--- src/spram_pkg.sv ---
// spram tile shared definitions
`default_nettype none

package spram_pkg;

    // macro geometry, fixed by the hard cell
    localparam int MACRO_WIDTH = 8; // bits per macro word
    localparam int MACRO_AW    = 6; // 64 rows per macro

    // one byte lane of data or mask
    typedef logic [MACRO_WIDTH-1:0] lane_t;

    // row address inside one macro
    typedef logic [MACRO_AW-1:0] macro_addr_t;

    // request presented to one macro, active-high strobes
    typedef struct packed {
        logic        ce;    // macro enable
        logic        we;    // write when set, read otherwise
        macro_addr_t row;   // row inside macro
        lane_t       din;   // write data slice
        lane_t       wmask; // per-bit write mask slice
    } lane_req_t;

endpackage

`default_nettype wire

--- src/spram_bank_decode.sv ---
// spram bank address decode
`timescale 1ns/1ps
`default_nettype none

module spram_bank_decode #(
    parameter int AW = 10 // word address width
) (
    input  logic                    ce,        // chip enable
    input  logic                    we,        // write enable
    input  logic [AW-1:0]           addr,      // word address
    output logic [((AW > spram_pkg::MACRO_AW) ? (1 << (AW - spram_pkg::MACRO_AW)) : 1)-1:0]
                                    bank_en,   // one-hot bank enable
    output logic                    we_q,      // write gated by ce
    output spram_pkg::macro_addr_t  row,       // row inside each macro
    output logic [((AW > spram_pkg::MACRO_AW) ? (AW - spram_pkg::MACRO_AW) : 1)-1:0]
                                    rd_bank,   // bank of this access
    output logic                    rd_strobe  // read this cycle
);

    localparam int BANK_BITS = (AW > spram_pkg::MACRO_AW) ? AW - spram_pkg::MACRO_AW : 0;
    localparam int BW        = (BANK_BITS > 0) ? BANK_BITS : 1; // index width, min 1

    logic [BW-1:0] bank_idx; // upper address bits

    generate
        if (BANK_BITS > 0) begin : g_split
            assign row      = addr[spram_pkg::MACRO_AW-1:0]; // low bits pick the row
            assign bank_idx = addr[AW-1:spram_pkg::MACRO_AW]; // high bits pick the bank
        end else begin : g_single
            assign row      = spram_pkg::macro_addr_t'(addr); // zero-extend short address
            assign bank_idx = '0; // only one bank
        end
    endgenerate

    always_comb begin
        bank_en = '0;
        if (ce) begin
            bank_en[bank_idx] = 1'b1; // gate ce into the addressed bank
        end
    end

    assign we_q      = ce & we; // no write intent without an access
    assign rd_strobe = ce & ~we;
    assign rd_bank   = bank_idx;

    // one bank per access, read and write strobes exclusive
    a_bank_en_onehot: assert property (@(bank_en)
        $onehot0(bank_en) && ((|bank_en) == (we_q | rd_strobe)) && !(we_q && rd_strobe))
        else $error("bank_en not one-hot or out of step with the access strobes");

endmodule

`default_nettype wire

--- config.mk ---
export PLATFORM = sky130hd
export DESIGN_NAME = spram_bank_decode
export DESIGN_NICKNAME = d
export VERILOG_FILES = /design/src/spram_pkg.sv /design/src/spram_bank_decode.sv
export SDC_FILE = /design/constraint.sdc
export NUM_CORES = 1
export LEC_CHECK = 0
export ABC_AREA = 0
export BUFFER_PORTS_ARGS = -buffer_cell sky130_fd_sc_hd__buf_2
export CORE_AREA = 2 2 39 41
export DETAILED_ROUTE_END_ITERATION = 16
export DIE_AREA = 0 0 41 43
export GPL_ROUTABILITY_DRIVEN = 0
export GPL_TIMING_DRIVEN = 0
export PLACE_DENSITY_LB_ADDON = 0.25
export SLEW_MARGIN = 20
export SYNTH_ARGS = -nofsm -noshare
export SYNTH_HDL_FRONTEND = slang
export SYNTH_SLANG_ARGS = --single-unit
--- constraint.sdc ---
create_clock -name vclk -period 0.9
set_input_delay 0.135 -clock vclk [all_inputs]
set_output_delay 0.135 -clock vclk [all_outputs]
set_load 0.05 [all_outputs]
==> flow_metrics.py, run 1 <==
metrics = {
    "outcome": {
        "outcome": "finished, violations left",
        "violations": "negative setup slack",
    },
    "logic_synthesis": {
        "synthTopCellsByArea": "buf_4 37%, nor2_1 22%, nor3_1 7.3%",
        "syn_area_um2": 205,
        "synth_cells": 35,
        "yosys_warnings": 0,
        "ys_top_cells_by_count": "12 x nor2_1, 10 x buf_4, 3 x nor3_1, 2 x nand2b_1, 2 x nand3b_1",
        "synth_most_common_cell": "nor2_1",
        "yosysSeqAreaShare_pct": 0,
        "synth_top_area_share_pct": 36.6,
        "syn_area_per_cell_um2": 5.86,
        "yosysUniqueCellTypes": 11,
        "synth_top_cell_by_area": "buf_4",
        "syn_nets": 47,
    },
    "drt": {
        "post_drt_wl_per_cell_um": 10.6,
        "wl_um": 940,
        "wl_met1_um": 304,
        "vias": 355,
        "met2_length_um": 572,
        "first_pass_iters": 1,
        "ant_nets": 0,
        "wl_met3_um": 63,
        "drt_iter0_markers": 0,
        "post-route-drc-count": 0,
        "vias_per_cell": 3.99,
        "maxUsedRoutingLayer": "met3",
    },
    "worst_setup_path": {
        "crit_start": "addr[8]",
        "critPathBufInv": 2,
        "crit_family": "simple AND/OR/NAND/NOR gates",
        "crit_required_ps": 760,
        "crit_slowest_cell": "or3b_4",
        "cp-start-kind": "input pin",
        "arrival_ps": 1010,
        "worstSetupPathType": "in2out",
        "slowest_delay_ps": 460,
        "worstPathMaxFanout": 5,
        "path_cells": "buf_8 > or3b_4 > nor3_4 > buf_6",
        "critPathCaptureType": "output port",
    },
    "timing": {
        "min_period_ps": 1150,
        "drv_slew": 0,
        "hold_viol_final": 0,
        "fmax_mhz": 870,
        "final.period_utilization_pct": 128,
        "setup_viol": 15,
        "holdWs_ps": 572,
        "tns_ps": -1750,
        "rsz0062_at_grt": "yes",
        "worst_pin_slew_ps": 251,
        "setup_ws_ps": -250,
        "slew_headroom_pct": 83.4,
    },
    "floorplan": {
        "std_cell_rows": 14,
        "die_height_um": 43,
        "core_area_um2": 1380,
        "start_util_pct": 14.8,
        "die_area_um2": 1760,
        "pin_count": 40,
        "die_w_um": 41,
    },
    "cells_and_area": {
        "nFlopsAndLatches": 0,
        "nNetsFinal": 87,
        "area_growth_pct": 262,
        "drive_gt1_share_pct": 95.9,
        "finish.utilization_pct": 53.7,
        "diodes": 0,
        "final_area_um2": 743,
        "seqCellArea_um2": 0,
        "clkbuf_count": 0,
    },
    "grt": {
        "grt_usage_pct": 10.1,
        "grt_antenna_before_repair": 0,
        "grt_start_max_net_pins": 9,
        "grt_pass1_vias": 285,
        "grt.overflow.total": 0,
        "grt_pass1_wl_mm": 1.25,
    },
    "power": {
        "intPower_w": 0.000136,
        "swShare_pct": 64.6,
        "power_switching_w": 0.000249,
        "vdd_ir_drop_max_v": 0.000284,
        "combPwrFrac_pct": 100.0,
        "leakage_nw": 0.334,
        "powerDensity_nw_per_um2": 518,
        "clkPwrFrac_pct": 0,
        "seq_power_share_pct": 0,
    },
    "run": {
        "max-cap-violations": 0,
    },
    "worst_hold_path": {
        "min_path_type": "in2out",
        "worstHoldStart": "addr[4]",
    },
    "clock_tree": {
        "ctsHoldBuffers": 0,
    },
    "placement": {
        "pre_cts_ws_ps": -422,
        "hpwl_um": 697,
        "post_dp_cell_area_um2": 533,
        "placement.io_buffers": 34,
    },
}
## worst paths after layout
check / slack, ps / cells past startpoint / end
worst min-delay path: 570 / 2 / row[4]
worst max-delay path: -250 / 4 / bank_en[0]
## routing by layer
layer / global-route usage (%) / vias to the layer above
met1: 11.2 / 158
met5: 0 / -
met2: 20.6 / 14
met3: 0 / 0
li1: - / 183
met4: 0 / 0
## what timing repair did
| item | in CTS | in global routing |
|---|---|---|
| setup buffers | 4 | 0 |
| pin swaps | 3 | 4 |
| gates resized for setup | 42 | 13 |
| setup endpoints to repair | 18 | 16 |
## cells in the final DEF, fill, tap and decap left out
| cell | instances |
|---|---|
| buf_2 | 13 |
| nand2_4 | 1 |
| buf_6 | 16 |
| and2_1 | 1 |
| nor2_4 | 12 |
| nand3b_1 | 2 |
| or3b_4 | 1 |
| nand3_2 | 1 |
| buf_8 | 6 |
| buf_4 | 13 |
| nor2b_2 | 1 |
| nor3_4 | 4 |
| nand2b_4 | 2 |
## per-stage QoR
stage / power (W) / cells
after floorplan: 0.000247 / 35
after global placement: 0.000322 / 85
after detailed placement: 0.000325 / 85
after CTS: 0.000373 / 89
after global routing: 0.000401 / 89
final: 0.000385 / 89
## cell families (layout without fill, tap and decap cells)
logic type,count (synthesis),after routing,share of synthesized area [%]
buf+inv,10,48,36.6
simple gates,25,25,63.4
## power by group through the flow
stage,logic [W],clock network [W],registers (W)
final,0.000385,0,0
after CTS,0.000373,0,0
after detailed placement,0.000325,0,0
after global placement,0.000322,0,0
after floorplan,0.000247,0,0
after global routing,0.000401,0,0
## cell type report
cell class	instances	area, µm²
repair buffers	38	358
well taps	16	20.0
multi-input cells	25	290
fillers	130	641
plain buffers	10	75.1
Note: power is estimated with default switching activity, not from simulation.
==> run 2, diff against run 1 <==
==> constraint.sdc (replaced) <==
create_clock -name vclk -period 0.9
set_input_delay 0.09 -clock vclk [all_inputs]
set_output_delay 0.09 -clock vclk [all_outputs]
set_load 0.05 [all_outputs]
==> run 2 against run 1 <==
  * The flow still finishes with violations (negative setup slack)
  * Final cell count down 1.1%
  * Final area down 17%
  * Non-clock buffer count down 1
  * Wire length down 6.7%
  * Clock-buffer cell count unchanged
  * Critical path type unchanged
==> flow_metrics.py, run 2 (same netlist as run 1, synthesis figures left out) <==
metrics = {
    "grt": {
        "grt_antenna_before_repair": 0,
        "grt_start_max_net_pins": 9,
        "grt_pass1_vias": 296,
        "grt_pass1_wl_mm": 1.21,
        "grt_usage_pct": 9.21,
        "grt.overflow.total": 0,
    },
    "drt": {
        "first_pass_iters": 3,
        "post-route-drc-count": 0,
        "post_drt_wl_per_cell_um": 9.97,
        "vias_per_cell": 4.03,
        "ant_nets": 0,
        "drt_iter0_markers": 6,
        "wl_um": 877,
        "vias": 355,
    },
    "floorplan": {
        "std_cell_rows": 14,
        "die_w_um": 41,
        "die_height_um": 43,
        "core_area_um2": 1380,
        "pin_count": 40,
        "die_area_um2": 1760,
        "start_util_pct": 14.8,
    },
    "worst_setup_path": {
        "arrival_ps": 940,
        "crit_slowest_cell": "or3b_4",
        "worstPathMaxFanout": 4,
        "critPathBufInv": 2,
        "crit_family": "simple AND/OR/NAND/NOR gates",
        "critPathCaptureType": "output port",
        "path_cells": "buf_8 > or3b_4 > nor3_4 > buf_6",
        "worstSetupPathType": "in2out",
        "cp-start-kind": "input pin",
        "slowest_delay_ps": 440,
        "crit_required_ps": 810,
    },
    "timing": {
        "holdWs_ps": 481,
        "rsz0062_at_grt": "yes",
        "setup_ws_ps": -130,
        "setup_viol": 11,
        "final.period_utilization_pct": 114,
        "min_period_ps": 1030,
        "drv_slew": 0,
        "slew_headroom_pct": 82.8,
        "fmax_mhz": 970,
        "tns_ps": -785,
        "hold_viol_final": 0,
        "worst_pin_slew_ps": 258,
    },
    "power": {
        "vdd_ir_drop_max_v": 0.000152,
        "leakage_nw": 0.298,
        "powerDensity_nw_per_um2": 555,
        "power_w": 0.000342,
    },
    "placement": {
        "hpwl_um": 657,
        "placed_cells": 85,
        "placement.io_buffers": 34,
    },
    "cells_and_area": {
        "finish.utilization_pct": 44.5,
        "nFlopsAndLatches": 0,
        "nNetsFinal": 86,
        "diodes": 0,
        "clkbuf_count": 0,
        "drive_gt1_share_pct": 88.9,
        "area_growth_pct": 200,
        "seqCellArea_um2": 0,
        "mostFrequentLayoutCells": "17 x buf_4, 14 x buf_6, 13 x buf_2",
        "stdcell_count": 88,
        "final_common_cell": "buf_4",
    },
    "clock_tree": {
        "ctsHoldBuffers": 0,
    },
    "outcome": {
        "outcome": "finished, violations left",
        "violations": "negative setup slack",
    },
    "worst_hold_path": {
        "min_path_type": "in2out",
    },
    "run": {
        "max-cap-violations": 0,
    },
}
-- run 2: cell types whose count changed in the layout (fill, tap and decap cells not counted), sizes merged --
cell,previous run,this run
buf,48,47
-- run 2: repair_timing --
action	4_1_cts	5_1_grt
pin swaps	2	2
setup buffers	0	3
gates resized for setup	36	13
setup endpoints to repair	16	15
-- run 2: final timing paths --
path	startpoint	endpoint	slack [ps]	cells after the start
min	addr[2]	row[2]	480	2
max	addr[8]	bank_en[0]	-130	4
-- run 2: report_power, final --
part	total [W]	internal, W	switching [W]
Sequential	0	0	0
Combinational	0.000342	0.000120	0.000222
Clock	0	0	0
Total	0.000342	0.000120	0.000222
-- run 2: routing by layer --
layer	GRT usage, %	part of all wire (%)
met1	11.8	38
met2	16.9	52
met3	0.524	10
met4	0	0
met5	0	0
-- run 2: stage by stage --
step | cell area [µm²] | setup slack, ps
global route | 616 | -175
finish | 616 | -130
floorplan | 250 | -169
detailed placement | 440 | -247
CTS | 544 | -134
global placement | 440 | -246
-- run 2: area by class of cell --
type               count  area (µm²)
repair buffers        37         320
plain buffers         10        75.1
multi-input cells     25         200
well taps             16        20.0
fillers              138         768
==> run 3, diff against run 2 <==
--- a/config.mk
+++ b/config.mk
@@ -6,10 +6,10 @@
 export NUM_CORES = 1
 export LEC_CHECK = 0
 export ABC_AREA = 0
-export BUFFER_PORTS_ARGS = -buffer_cell sky130_fd_sc_hd__buf_2
 export CORE_AREA = 2 2 39 41
 export DETAILED_ROUTE_END_ITERATION = 16
 export DIE_AREA = 0 0 41 43
+export DONT_BUFFER_PORTS = 1
 export GPL_ROUTABILITY_DRIVEN = 0
 export GPL_TIMING_DRIVEN = 0
 export PLACE_DENSITY_LB_ADDON = 0.25
@@ -17,3 +17,4 @@
 export SYNTH_ARGS = -nofsm -noshare
 export SYNTH_HDL_FRONTEND = slang
 export SYNTH_SLANG_ARGS = --single-unit
+export TNS_END_PERCENT = 50
==> run 3 against run 2 <==
  * The flow still finishes with violations (negative setup slack)
  * Final area shrank 35%
  * Global-route usage fell by 2.6 points
  * Via count is 31% lower
  * Clock-buffer cell count stayed put
  * Die area stayed put
  * Sequential share of layout area unchanged
  * Combinational power shrank 22%
  * First-iteration DRC count decreased by 67%
  * Wire length fell by 14%
  * Core utilization is 16 points lower
  * Critical endpoint is now bank_en[4]
  * Total power fell by 22%
==> flow_metrics.py, run 3 (same netlist as run 1, synthesis figures left out) <==
metrics = {
    "drt": {
        "wl_um": 750,
        "post-route-drc-count": 0,
        "ant_nets": 0,
        "vias_per_cell": 4.45,
        "post_drt_wl_per_cell_um": 13.6,
        "first_pass_iters": 2,
        "vias": 245,
        "drt_iter0_markers": 2,
    },
    "placement": {
        "hpwl_um": 557,
        "pre_cts_ws_ps": -239,
        "placement.io_buffers": 0,
    },
    "timing": {
        "setup_ws_ps": -169,
        "drv_slew": 0,
        "rsz0062_at_grt": "yes",
        "slew_headroom_pct": 62.8,
        "worst_pin_slew_ps": 556,
        "min_period_ps": 1070,
        "hold_viol_final": 0,
        "setup_viol": 8,
        "fmax_mhz": 936,
        "final.period_utilization_pct": 119,
    },
    "cells_and_area": {
        "area_growth_pct": 95.1,
        "clkbuf_count": 0,
        "nNetsFinal": 53,
        "nFlopsAndLatches": 0,
        "seqCellArea_um2": 0,
        "diodes": 0,
        "mostFrequentLayoutCells": "12 x nor2_4, 12 x buf_4, 4 x nor3_4",
        "drive_gt1_share_pct": 84.6,
    },
    "floorplan": {
        "start_util_pct": 14.8,
        "core_area_um2": 1380,
        "die_height_um": 43,
        "std_cell_rows": 14,
        "die_w_um": 41,
        "pin_count": 40,
        "die_area_um2": 1760,
    },
    "power": {
        "vdd_ir_drop_max_v": 0.000141,
        "leakage_nw": 0.127,
        "power_w": 0.000267,
        "powerDensity_nw_per_um2": 668,
    },
    "worst_setup_path": {
        "crit_family": "simple AND/OR/NAND/NOR gates",
        "crit_required_ps": 810,
        "critPathCaptureType": "output port",
        "cp-start-kind": "input pin",
        "critPathBufInv": 0,
        "slowest_delay_ps": 570,
        "crit_slowest_cell": "nor3_4",
        "path_cells": "nand3b_1 > nor3_4",
        "worstPathMaxFanout": 5,
        "worstSetupPathType": "in2out",
        "arrival_ps": 980,
    },
    "run": {
        "max-cap-violations": 0,
    },
    "grt": {
        "grt_pass1_wl_um": 848,
        "grt_usage_pct": 6.62,
        "grt_start_max_net_pins": 9,
        "grt_antenna_before_repair": 0,
        "grt.overflow.total": 0,
        "grt_pass1_vias": 192,
    },
    "outcome": {
        "violations": "negative setup slack",
        "outcome": "finished, violations left",
    },
    "worst_hold_path": {
        "timing.hold.worst_path_depth": 1,
        "hold_path_end": "bank_en[12]",
        "worstHoldStart": "addr[7]",
        "min_path_type": "in2out",
    },
}
==> run 3: changes by cell type in the layout (fill, tap and decap cells not counted) <==
cell / change
buf_2: -13
buf_4: -5
buf_6: -12
buf_8: -3
nand2b_1: +2
nand2b_2: -1
nand2b_4: -1
nor2_1: -3
nor2_2: -8
nor2_4: +11
nor2b_1: -1
nor2b_2: +1
nor3_2: -2
nor3_4: +2
==> run 3: timing repair <==
item / 4_1_cts / 5_1_grt
resized for setup: 20 / 6
gates cloned: 0 / 0
hold buffers: 0 / 0
pin swaps: 6 / 6
endpoints found under the setup margin: 15 / 17
setup buffers: 2 / 2
==> run 3: worst max path at each step <==
stage,to,start,slack (ps),cells after the start
6_report,bank_en[4],addr[9],-170,2
5_1_grt,bank_en[4],addr[9],-190,2
4_1_cts,bank_en[0],addr[8],-180,2
3_5_place_dp,bank_en[15],addr[8],-240,2
3_3_place_gp,bank_en[15],addr[8],-230,2
2_1_floorplan,bank_en[11],addr[8],-170,2
==> run 3: per-layer routing <==
metal  vias to the layer above  routed length (µm)  track usage [%]
li1                        115                   -                -
met2                        23                 421             11.6
met3                         0                  93             1.05
met5                         -                   0                0
met1                       107                 236             8.65
met4                         0                   0                0
==> run 3: layout make-up <==
| class | count | area [µm²] |
|---|---|---|
| fill | 149 | 983 |
| multi-input combinational | 25 | 268 |
| buffer | 10 | 75.1 |
| timing repair buffer | 4 | 37.5 |
| tap | 16 | 20.0 |
==> run 3: where the power goes <==
group	leakage, nW	internal (W)	switching, W	total [W]
clock network	0	0	0	0
logic	0.127	0.0000643	0.000203	0.000267
registers	0	0	0	0
total	0.127	0.0000643	0.000203	0.000267
==> run 3: per-stage QoR <==
stage	cell area, µm²	utilization (%)	cells	TNS [ps]	hold WS [ps]
6_report	400	28.9	55	-876	241
5_1_grt	400	28.9	55	-1060	242
4_1_cts	360	26.0	53	-1370	243
3_5_place_dp	265	19.2	51	-2920	245
3_3_place_gp	265	19.2	51	-2880	245
2_1_floorplan	245	-	35	-2100	243
