==> config.mk <==
export PLATFORM = sky130hd
export DESIGN_NAME = spram_read_merge
export DESIGN_NICKNAME = d
export VERILOG_FILES = /design/src/spram_pkg.sv /design/src/spram_read_merge.sv
export SDC_FILE = /design/constraint.sdc
export NUM_CORES = 1
export LEC_CHECK = 0
export ABC_CLOCK_PERIOD_IN_PS = 1900
export BUFFER_PORTS_ARGS = -buffer_cell sky130_fd_sc_hd__buf_2
export CELL_PAD_IN_SITES_DETAIL_PLACEMENT = 1
export CELL_PAD_IN_SITES_GLOBAL_PLACEMENT = 1
export CORE_AREA = 5 5 211 213
export CTS_CLUSTER_DIAMETER = 120
export DETAILED_ROUTE_END_ITERATION = 6
export DIE_AREA = 0 0 216 218
export PLACE_DENSITY = 0.43
export RECOVER_POWER = 100
export SLEW_MARGIN = 20
export SYNTH_ARGS = -nofsm -noshare
export SYNTH_HDL_FRONTEND = slang
export SYNTH_SLANG_ARGS = --single-unit
==> constraint.sdc <==
create_clock -name clk -period 1.9 [get_ports clk]
set_input_delay 0.19 -clock clk [delete_from_list [all_inputs] [get_ports clk]]
set_output_delay 0.19 -clock clk [all_outputs]
set_load 0.03 [all_outputs]
==> src/spram_pkg.sv <==
// spram tile shared definitions
`default_nettype none

package spram_pkg;

    // macro geometry, fixed by the hard cell
    localparam int MACRO_WIDTH = 8; // bits per macro word
    localparam int MACRO_AW    = 6; // 64 rows per macro

    // one byte lane of data or mask
    typedef logic [MACRO_WIDTH-1:0] lane_t;

    // row address inside one macro
    typedef logic [MACRO_AW-1:0] macro_addr_t;

    // request presented to one macro, active-high strobes
    typedef struct packed {
        logic        ce;    // macro enable
        logic        we;    // write when set, read otherwise
        macro_addr_t row;   // row inside macro
        lane_t       din;   // write data slice
        lane_t       wmask; // per-bit write mask slice
    } lane_req_t;

endpackage

`default_nettype wire

==> src/spram_read_merge.sv <==
// spram read data merge
`timescale 1ns/1ps
`default_nettype none

module spram_read_merge #(
    parameter int DW = 32, // data width
    parameter int AW = 10  // word address width
) (
    input  logic                                   clk,
    input  logic                                   rst,
    input  logic                                   rd_strobe, // read issued this cycle
    input  logic [((AW > spram_pkg::MACRO_AW) ? (AW - spram_pkg::MACRO_AW) : 1)-1:0]
                                                   rd_bank,   // bank of the read
    input  logic [((AW > spram_pkg::MACRO_AW) ? (1 << (AW - spram_pkg::MACRO_AW)) : 1)
                  * ((DW + 7) / 8) * 8 - 1:0]      macro_q,   // all macro outputs
    output logic [DW-1:0]                          dout,      // merged read word
    output logic                                   rvalid     // one pulse per read
);

    localparam int MW        = spram_pkg::MACRO_WIDTH;
    localparam int NUM_LANES = (DW + MW - 1) / MW;
    localparam int PW        = NUM_LANES * MW; // padded word width
    localparam int BW        = (AW > spram_pkg::MACRO_AW) ? AW - spram_pkg::MACRO_AW : 1;

    logic [BW-1:0] bank_q; // bank captured with the last read
    logic [PW-1:0] word;   // padded word from that bank

    always_ff @(posedge clk) begin
        if (rst) begin
            rvalid <= 1'b0;
            bank_q <= '0;
        end else begin
            rvalid <= rd_strobe; // q is valid the cycle after the read
            if (rd_strobe) begin
                bank_q <= rd_bank; // later writes elsewhere do not move the mux
            end
        end
    end

    assign word = macro_q[bank_q*PW +: PW];
    assign dout = word[DW-1:0]; // drop lane padding

    // no read means no rvalid and the merged word holds
    a_hold_without_read: assert property (@(posedge clk) disable iff (rst)
        !rd_strobe |=> !rvalid && (dout === $past(dout)))
        else $error("rvalid or dout changed without a preceding read");

endmodule

`default_nettype wire

==> out/qor.yml, run 1 <==
setup_viol: 32
num_io_pins: 552
holdBufCountCts: 0
areaGrowthSynthToFinish_pct: 113
final_cell_count_no_fill: 1416
clkLatencyLatePin_ns: 0.22
timing.hold.ws_ns: 0.201
drt_iter0_drc: 223
hp-class: "in2reg"
vias_per_cell: 4.04
slew_viol_final: 0
power_leakage_uw: 0.00371
maxCapViolCount: 0
clk_pin_slew_ns: 0.03
synth.avg_cell_area_um2: 13.5
placed_cells: 1393
overflow: 0
path_cells: "buf_12, buf_4, mux4_2, a22oi_1, nand2_1, buf_4"
postRouteAntennaNets: 0
powerDensity_mw_per_mm2: 326
max_stage_delay_ns: 0.49
track_usage_pct: 12.0
p_clk_share_pct: 12.9
critPathSlowestCell: "mux4_2"
synth-seq-cells: 5
yosysWarnings: 0
max-slew-margin-rel_pct: 74.1
cts_buffer_depth: 2
switching_share_pct: 39.7
grt_pass1_wl_um: 42700
tightest_slew_ns: 0.391
p_seq_share_pct: 4.5
port_buffers: 551
routabilityCongestion: 0.920
ys_seq_area_share_pct: 2.59
status: "finished with violations"
dp_hpwl_um: 27700
setup_ws_ns: -0.268
violations: "negative setup slack"
core_mm2: 0.0425
p_switching_uw: 1070
fin_util_pct: 19.4
grt_max_degree: 24
cts_tree: "done"
post-route-min-period_ns: 2.17
syn_nets: 805
crit_fanout: 16
synth_area_leaders: "mux4_2, a22oi_1, nand2_1"
finClkSkew_ns: 0
antenna_found_initial: 6
synth.cell_area_mm2: 0.00387
wl_per_cell_um: 21.8
cts_sinks: 5
end_kind: "primary output"
wl_um: 30900
fillers: 5059
dieArea_mm2: 0.0471
netlist_instances: 286
placed_area_mm2: 0.00776
yosysTopAreaCell: "mux4_2"
crit_top_cell: "buf_4"
rsz0062_at_grt: "yes"
die_x_um: 216
firstDrtPassIters: 4
drive_above_1_share_pct: 90.3
vias: 5717
row_count: 76
peakVddDrop_mv: 0.183
finalCritPeriodShare_pct: 114
final_area_mm2: 0.00824
grt_pass1_vias: 6490
htree_levels: 1
combPwrFrac_pct: 82.6
critical_path_class: "reg2out"
die_y_um: 218
route.detailed.drc: 0
finalPower_uw: 2690
timing.fmax_mhz: 461
yosysUniqueCellTypes: 12
startpoint_type: "flop"
hold_viol_final: 0
layout.nets: 1388
intPower_uw: 1620
numCtsBuffers: 3
start_util_pct: 9.10
synth_top_area_share_pct: 74.5
critPathArrivalTime_ns: 1.98
required_ns: 1.71
root_buffer: "clkbuf_16"
[kinds of logic after synthesis]
family | count (synthesis) | share of synthesized area, %
AOI/OAI and AO/OA | 64 | 12.4
buffers and inverters | 44 | 5.24
DFF | 5 | 2.59
muxes | 132 | 75.5
and+or+nand+nor | 41 | 4.24
[synth_stat cells]
| cell | number |
|---|---|
| a22oi_1 | 64 |
| and2_1 | 1 |
| buf_1 | 10 |
| buf_2 | 9 |
| buf_4 | 7 |
| clkbuf_1 | 18 |
| dfxtp_1 | 5 |
| mux2i_1 | 4 |
| mux4_2 | 128 |
| nand2_1 | 32 |
| nor2_1 | 5 |
| nor2b_1 | 3 |
[power by group through the flow]
| stage | combinational [uW] | sequential [uW] | clock, uW |
|---|---|---|---|
| 2_1_floorplan | 1050 | 119 | 0 |
| 3_3_place_gp | 2060 | 123 | 0 |
| 3_5_place_dp | 2070 | 124 | 0 |
| 4_1_cts | 2160 | 122 | 351 |
| 5_1_grt | 2370 | 123 | 360 |
| 6_report | 2220 | 122 | 345 |
[critical path: cells and delay by family, from the launching register on]
kind | cells | cell delay [ns]
multiplexers | 1 | 0.49
buffers and inverters | 3 | 0.54
AND/OR/NAND/NOR | 1 | 0.12
AO/OA/AOI/OAI | 1 | 0.19
flip-flops | 1 | 0.38
[layout by cell type (no fill, tap or decap)]
| cell type | count |
|---|---|
| nor2_4 | 1 |
| buf_12 | 18 |
| nor2_1 | 4 |
| mux4_2 | 128 |
| nor2b_1 | 1 |
| buf_2 | 533 |
| buf_6 | 17 |
| mux2i_1 | 4 |
| a22oi_2 | 23 |
| a22oi_1 | 41 |
| dfxtp_4 | 2 |
| clkbuf_16 | 5 |
| and2_2 | 1 |
| diode_2 | 2 |
| nor2b_4 | 2 |
| nand2_2 | 4 |
| nand2_1 | 28 |
| dfxtp_1 | 3 |
| buf_4 | 50 |
| clkbuf_1 | 3 |
[state kept, by name, indices dropped and copies added, names as in the netlist]
signal / cells
bank_q: 4
rvalid: 1
[through the flow]
step	setup TNS, ns	worst slack (ns)
finish	-6.84	-0.268
global route	-9.47	-0.368
CTS	-8.00	-0.314
detailed placement	-0.961	-0.121
global placement	-0.794	-0.126
floorplan	0	0.0519
[worst paths after layout]
kind	from	endpoint	slack (ns)	cells after the start
max	bank_q[0]$_SDFFE_PP0P_	dout[4]	-0.27	6
min	rst	bank_q[0]$_SDFFE_PP0P_	0.20	2
max reg2reg	bank_q[0]$_SDFFE_PP0P_	bank_q[0]$_SDFFE_PP0P_	0.92	4
min reg2reg	bank_q[2]$_SDFFE_PP0P_	bank_q[2]$_SDFFE_PP0P_	0.63	2
[what timing repair did]
| item | CTS | global route |
|---|---|---|
| setup endpoints to repair | 32 | 32 |
| resized for setup | 37 | 27 |
| pin swaps | 0 | 5 |
| buffers inserted | 4 | 11 |
| cloned | 0 | 2 |
[metal layers]
| layer | part of all wire (%) | wire length (um) | vias to the layer above | GRT usage [%] |
|---|---|---|---|---|
| li1 | - | - | 2500 | - |
| met2 | 53 | 16300 | 326 | 22.1 |
| met3 | 7.9 | 2450 | 30 | 3.10 |
| met4 | 1.4 | 418 | 8 | 1.87 |
| met1 | 38 | 11700 | 2853 | 14.2 |
| met5 | 0.18 | 55 | - | 0 |
[final cells by class]
class	instances	area, um2	area share (%)
diodes	2	5.00	0.0607
flip-flops and latches	5	108	1.31
repair buffers	622	3650	44.3
multi-input cells	237	3720	45.1
clock buffers	4	78.8	0.956
well taps	546	683	8.29
No activity file was read; power rests on OpenSTA's default activity.
==> run 2, diff against run 1 <==
Settings changed: MAX_ROUTING_LAYER from default to met4.
==> run 2 against run 1 <==
  * The flow still finishes with violations (negative setup slack)
  * Global-route usage is 0.89 points higher
  * Fmax is 0.39% higher
  * Routed wire length is 2.9% higher
  * Final cell count is 0.99% lower
  * Critical endpoint unchanged
==> out/qor.yml, run 2 (synthesis gave the netlist of run 1 again) <==
status: "finished with violations"
violations: "negative setup slack"
cts_sinks: 5
grt_pass1_wl_um: 44400
clkLatencyLatePin_ns: 0.22
antenna_found_initial: 0
port_buffers: 551
top_regs: "bank_q: 4 flops, rvalid: 1 flops"
hold_viol_final: 0
drt_iter0_drc: 203
fin_util_pct: 19.7
critPathArrivalTime_ns: 1.97
vias_per_cell: 4.01
p_switching_uw: 1110
startpoint_type: "flop"
die_y_um: 218
p_clk_share_pct: 12.4
end_kind: "primary output"
track_usage_pct: 12.9
drive_above_1_share_pct: 93.2
wl_um: 31800
overflow: 0
cts_buffer_depth: 2
tightest_slew_ns: 0.408
htree_levels: 1
slew_viol_final: 0
tns_ns: -6.41
layout.nets: 1375
maxCapViolCount: 0
row_count: 76
rsz0062_at_grt: "yes"
regMostFlops: "bank_q"
layout_commonest_cell: "buf_2"
root_buffer: "clkbuf_16"
numCtsBuffers: 3
finalCritPeriodShare_pct: 114
clk_pin_slew_ns: 0.03
wl_per_cell_um: 22.7
grt_max_degree: 28
vias: 5629
finClkSkew_ns: 0
start_util_pct: 9.10
final_cell_mix: "buf_2, mux4_2, a22oi_2, buf_6"
route.detailed.drc: 0
areaGrowthSynthToFinish_pct: 117
critical_path_class: "reg2out"
dp_slack_ns: -0.157
postRouteAntennaNets: 0
cts_tree: "done"
max-slew-margin-rel_pct: 72.9
firstDrtPassIters: 4
core_mm2: 0.0425
dp_hpwl_um: 27700
post-route-min-period_ns: 2.16
holdBufCountCts: 0
switching_share_pct: 39.8
grt_pass1_vias: 6596
setup_ws_ns: -0.260
combPwrFrac_pct: 83.3
timing.fmax_mhz: 463
hp-class: "in2reg"
die_x_um: 216
fillers: 5016
power_leakage_uw: 0.00369
routabilityCongestion: 0.899
intPower_uw: 1670
setup_viol: 32
num_io_pins: 552
required_ns: 1.71
powerDensity_mw_per_mm2: 332
peakVddDrop_mv: 0.215
dieArea_mm2: 0.0471
largest_register_ffs: 4
crit_fanout: 13
p_seq_share_pct: 4.4
run 2: path summary, 6_finish.rpt:
kind | startpoint | endpoint | slack, ns | cells after the start
max | bank_q[0]$_SDFFE_PP0P_ | dout[4] | -0.26 | 6
min reg2reg | bank_q[1]$_SDFFE_PP0P_ | bank_q[1]$_SDFFE_PP0P_ | 0.55 | 2
max reg2reg | bank_q[0]$_SDFFE_PP0P_ | bank_q[0]$_SDFFE_PP0P_ | 0.92 | 4
min | rst | bank_q[1]$_SDFFE_PP0P_ | 0.20 | 2
run 2: power by group through the flow:
stage                     Sequential [uW]  Combinational (uW)  Clock, uW
final                                 122                2320        344
after global routing                  123                2470        360
after CTS                             123                2260        351
after detailed placement              123                2050          0
after global placement                122                2030          0
after floorplan                       119                1050          0
run 2: routing by layer:
layer  routed length, um  share of wire, %  track usage [%]  vias up
met2               16700                52             23.2      305
met5                   0                 0                -        -
met3                2060               6.5             2.10       16
li1                    -                 -                -     2472
met1               12800                40             15.6     2836
met4                 238              0.75             1.48        0
run 2: final cells by class:
type	count	area (um2)	share of cell area (%)
Antenna cell	1	2.50	0.0298
Multi-Input combinational cell	237	3840	45.7
Clock buffer	4	78.8	0.940
Tap cell	546	683	8.15
Timing Repair Buffer	609	3680	43.9
Sequential cell	5	108	1.28
run 2: critical path: stages (launching register included):
cell	delay (ns)
dfxtp_4	0.38
buf_12	0.18
buf_6	0.15
mux4_2	0.49
a22oi_1	0.20
nand2_1	0.13
buf_2	0.20
run 2: what timing repair did:
action                                  4_1_cts  5_1_grt
cloned                                        4        1
endpoints found under the setup margin       32       32
gates resized for setup                      78       51
buffers inserted                              4        2
pin swaps                                    15       14
run 2: through the flow:
stage / hold slack, ns / power [uW] / std cells / area, um2
finish: 0.201 / 2780 / 1402 / 8390
global route: 0.213 / 2950 / 1401 / 8380
CTS: 0.209 / 2730 / 1400 / 8190
detailed placement: 0.432 / 2170 / 1388 / 7670
global placement: 0.424 / 2150 / 1388 / 7670
floorplan: 0.262 / 1170 / 286 / 3870
==> run 3, diff against run 2 <==
Settings changed: SETUP_SLACK_MARGIN from default to 0.05.
==> run 3 against run 2 <==
  * The flow still finishes with violations (negative setup slack)
  * Final area is the same
  * Sequential share of layout area is the same
  * First-iteration DRC count grew 0.49%
  * Critical path type unchanged
  * Critical endpoint unchanged
  * Highest routed layer unchanged
==> out/qor.yml, run 3 (synthesis gave the netlist of run 1 again) <==
status: "finished with violations"
violations: "negative setup slack"
final_area_mm2: 0.00839
firstDrtPassIters: 4
fin_util_pct: 19.7
drt_iter0_drc: 204
p_seq_share_pct: 4.4
hp-class: "in2reg"
top_regs: "bank_q: 4 flops, rvalid: 1 flops"
wl_per_cell_um: 22.7
vias: 5643
root_buffer: "clkbuf_16"
holdBufCountCts: 0
crit_fanout: 13
startpoint: "bank_q[0]$_SDFFE_PP0P_"
max_stage_delay_ns: 0.49
htree_levels: 1
clkLatencyLatePin_ns: 0.22
slew_viol_final: 0
setup_ws_ns: -0.260
num_io_pins: 552
finClkSkew_ns: 0
numCtsBuffers: 3
min_path_cells: 2
layout.nets: 1375
dp_hpwl_um: 27700
row_count: 76
r2r_cells: 4
clk_pin_slew_ns: 0.03
rsz0062_at_grt: "yes"
placed_cells: 1388
critical_path_class: "reg2out"
tightest_slew_ns: 0.408
drive_above_1_share_pct: 93.2
multi_input_area_mm2: 0.00384
regArea_um2: 108
routabilityCongestion: 0.899
wl_um: 31800
startpoint_type: "flop"
powerDensity_mw_per_mm2: 332
dp_slack_ns: -0.157
timing.rr.end: "bank_q[0]$_SDFFE_PP0P_"
vias_per_cell: 4.02
rrSetupSlack_ns: 0.92
end_kind: "primary output"
die_y_um: 218
start_util_pct: 9.10
regMostFlops: "bank_q"
r2r_start: "bank_q[0]$_SDFFE_PP0P_"
largest_register_ffs: 4
power_leakage_uw: 0.00369
peakVddDrop_mv: 0.215
antenna_found_initial: 0
required_ns: 1.71
cts_sinks: 5
core_mm2: 0.0425
route.detailed.drc: 0
grt_pass1_wl_um: 44400
switching_share_pct: 39.9
final_cell_count_no_fill: 1402
holdPathEnd: "bank_q[1]$_SDFFE_PP0P_"
areaGrowthSynthToFinish_pct: 117
p_switching_uw: 1110
postRouteAntennaNets: 0
dieArea_mm2: 0.0471
setup_viol: 32
path_cells: "buf_12, buf_6, mux4_2, a22oi_1, nand2_1, buf_2"
grt_max_degree: 28
port_buffers: 551
intPower_uw: 1670
grt_pass1_vias: 6596
finalCritPeriodShare_pct: 114
hold_viol_final: 0
die_x_um: 216
max-slew-margin-rel_pct: 72.9
critPathSlowestCell: "mux4_2"
critPathArrivalTime_ns: 1.97
post-route-min-period_ns: 2.16
p_clk_share_pct: 12.3
placed_area_mm2: 0.00767
overflow: 0
maxCapViolCount: 0
fillers: 5016
track_usage_pct: 12.9
min_from: "rst"
final_cell_mix: "buf_2, mux4_2, a22oi_2, buf_6"
cts_tree: "done"
layout_commonest_cell: "buf_2"
timing.fmax_mhz: 463
cts_buffer_depth: 2
combPwrFrac_pct: 83.3
==> run 3: power by group through the flow <==
| stage | sequential, uW | combinational (uW) | clock, uW |
|---|---|---|---|
| finish | 122 | 2320 | 344 |
| global route | 123 | 2470 | 360 |
| CTS | 123 | 2260 | 351 |
| detailed placement | 123 | 2050 | 0 |
| global placement | 122 | 2030 | 0 |
| floorplan | 119 | 1050 | 0 |
==> run 3: area by class of cell <==
class	instances	share of cell area [%]
multi-input combinational	237	45.7
clock buffer	4	0.940
sequential	5	1.28
tap	546	8.15
antenna	1	0.0298
timing repair buffer	609	43.9
==> run 3: how the worst max path moves through the flow <==
| stage | end | slack [ns] | depth (start not counted) |
|---|---|---|---|
| floorplan | dout[0] | 0.05 | 5 |
| global placement | dout[8] | -0.13 | 6 |
| detailed placement | dout[8] | -0.16 | 6 |
| CTS | dout[19] | -0.33 | 6 |
| global route | dout[2] | -0.34 | 7 |
| finish | dout[4] | -0.26 | 6 |
==> run 3: through the flow <==
stage / power, uW / setup TNS (ns) / hold WS [ns]
finish: 2780 / -6.43 / 0.201
global route: 2950 / -8.92 / 0.213
CTS: 2730 / -8.60 / 0.209
detailed placement: 2170 / -2.18 / 0.432
global placement: 2150 / -1.60 / 0.424
floorplan: 1170 / 0 / 0.262
==> run 3: critical path, delay by kind of cell, from the launching register on <==
kind / cells / cell delay, ns
simple gates: 1 / 0.13
mux: 1 / 0.49
buf+inv: 3 / 0.53
compound gates: 1 / 0.20
flops: 1 / 0.38
==> run 3: metal layers <==
metal,GRT usage (%),wire [um],vias to the layer above
li1,-,-,2472
met1,15.6,12800,2846
met2,23.2,16600,309
met3,2.10,2110,16
met4,1.48,238,0
met5,-,0,-
==> run 3: timing repair <==
item                                    4_1_cts  5_1_grt
gates cloned                                  4        1
setup buffers                                 4        2
pin swaps                                    15       14
endpoints found under the setup margin       32       32
gates resized for setup                      78       51
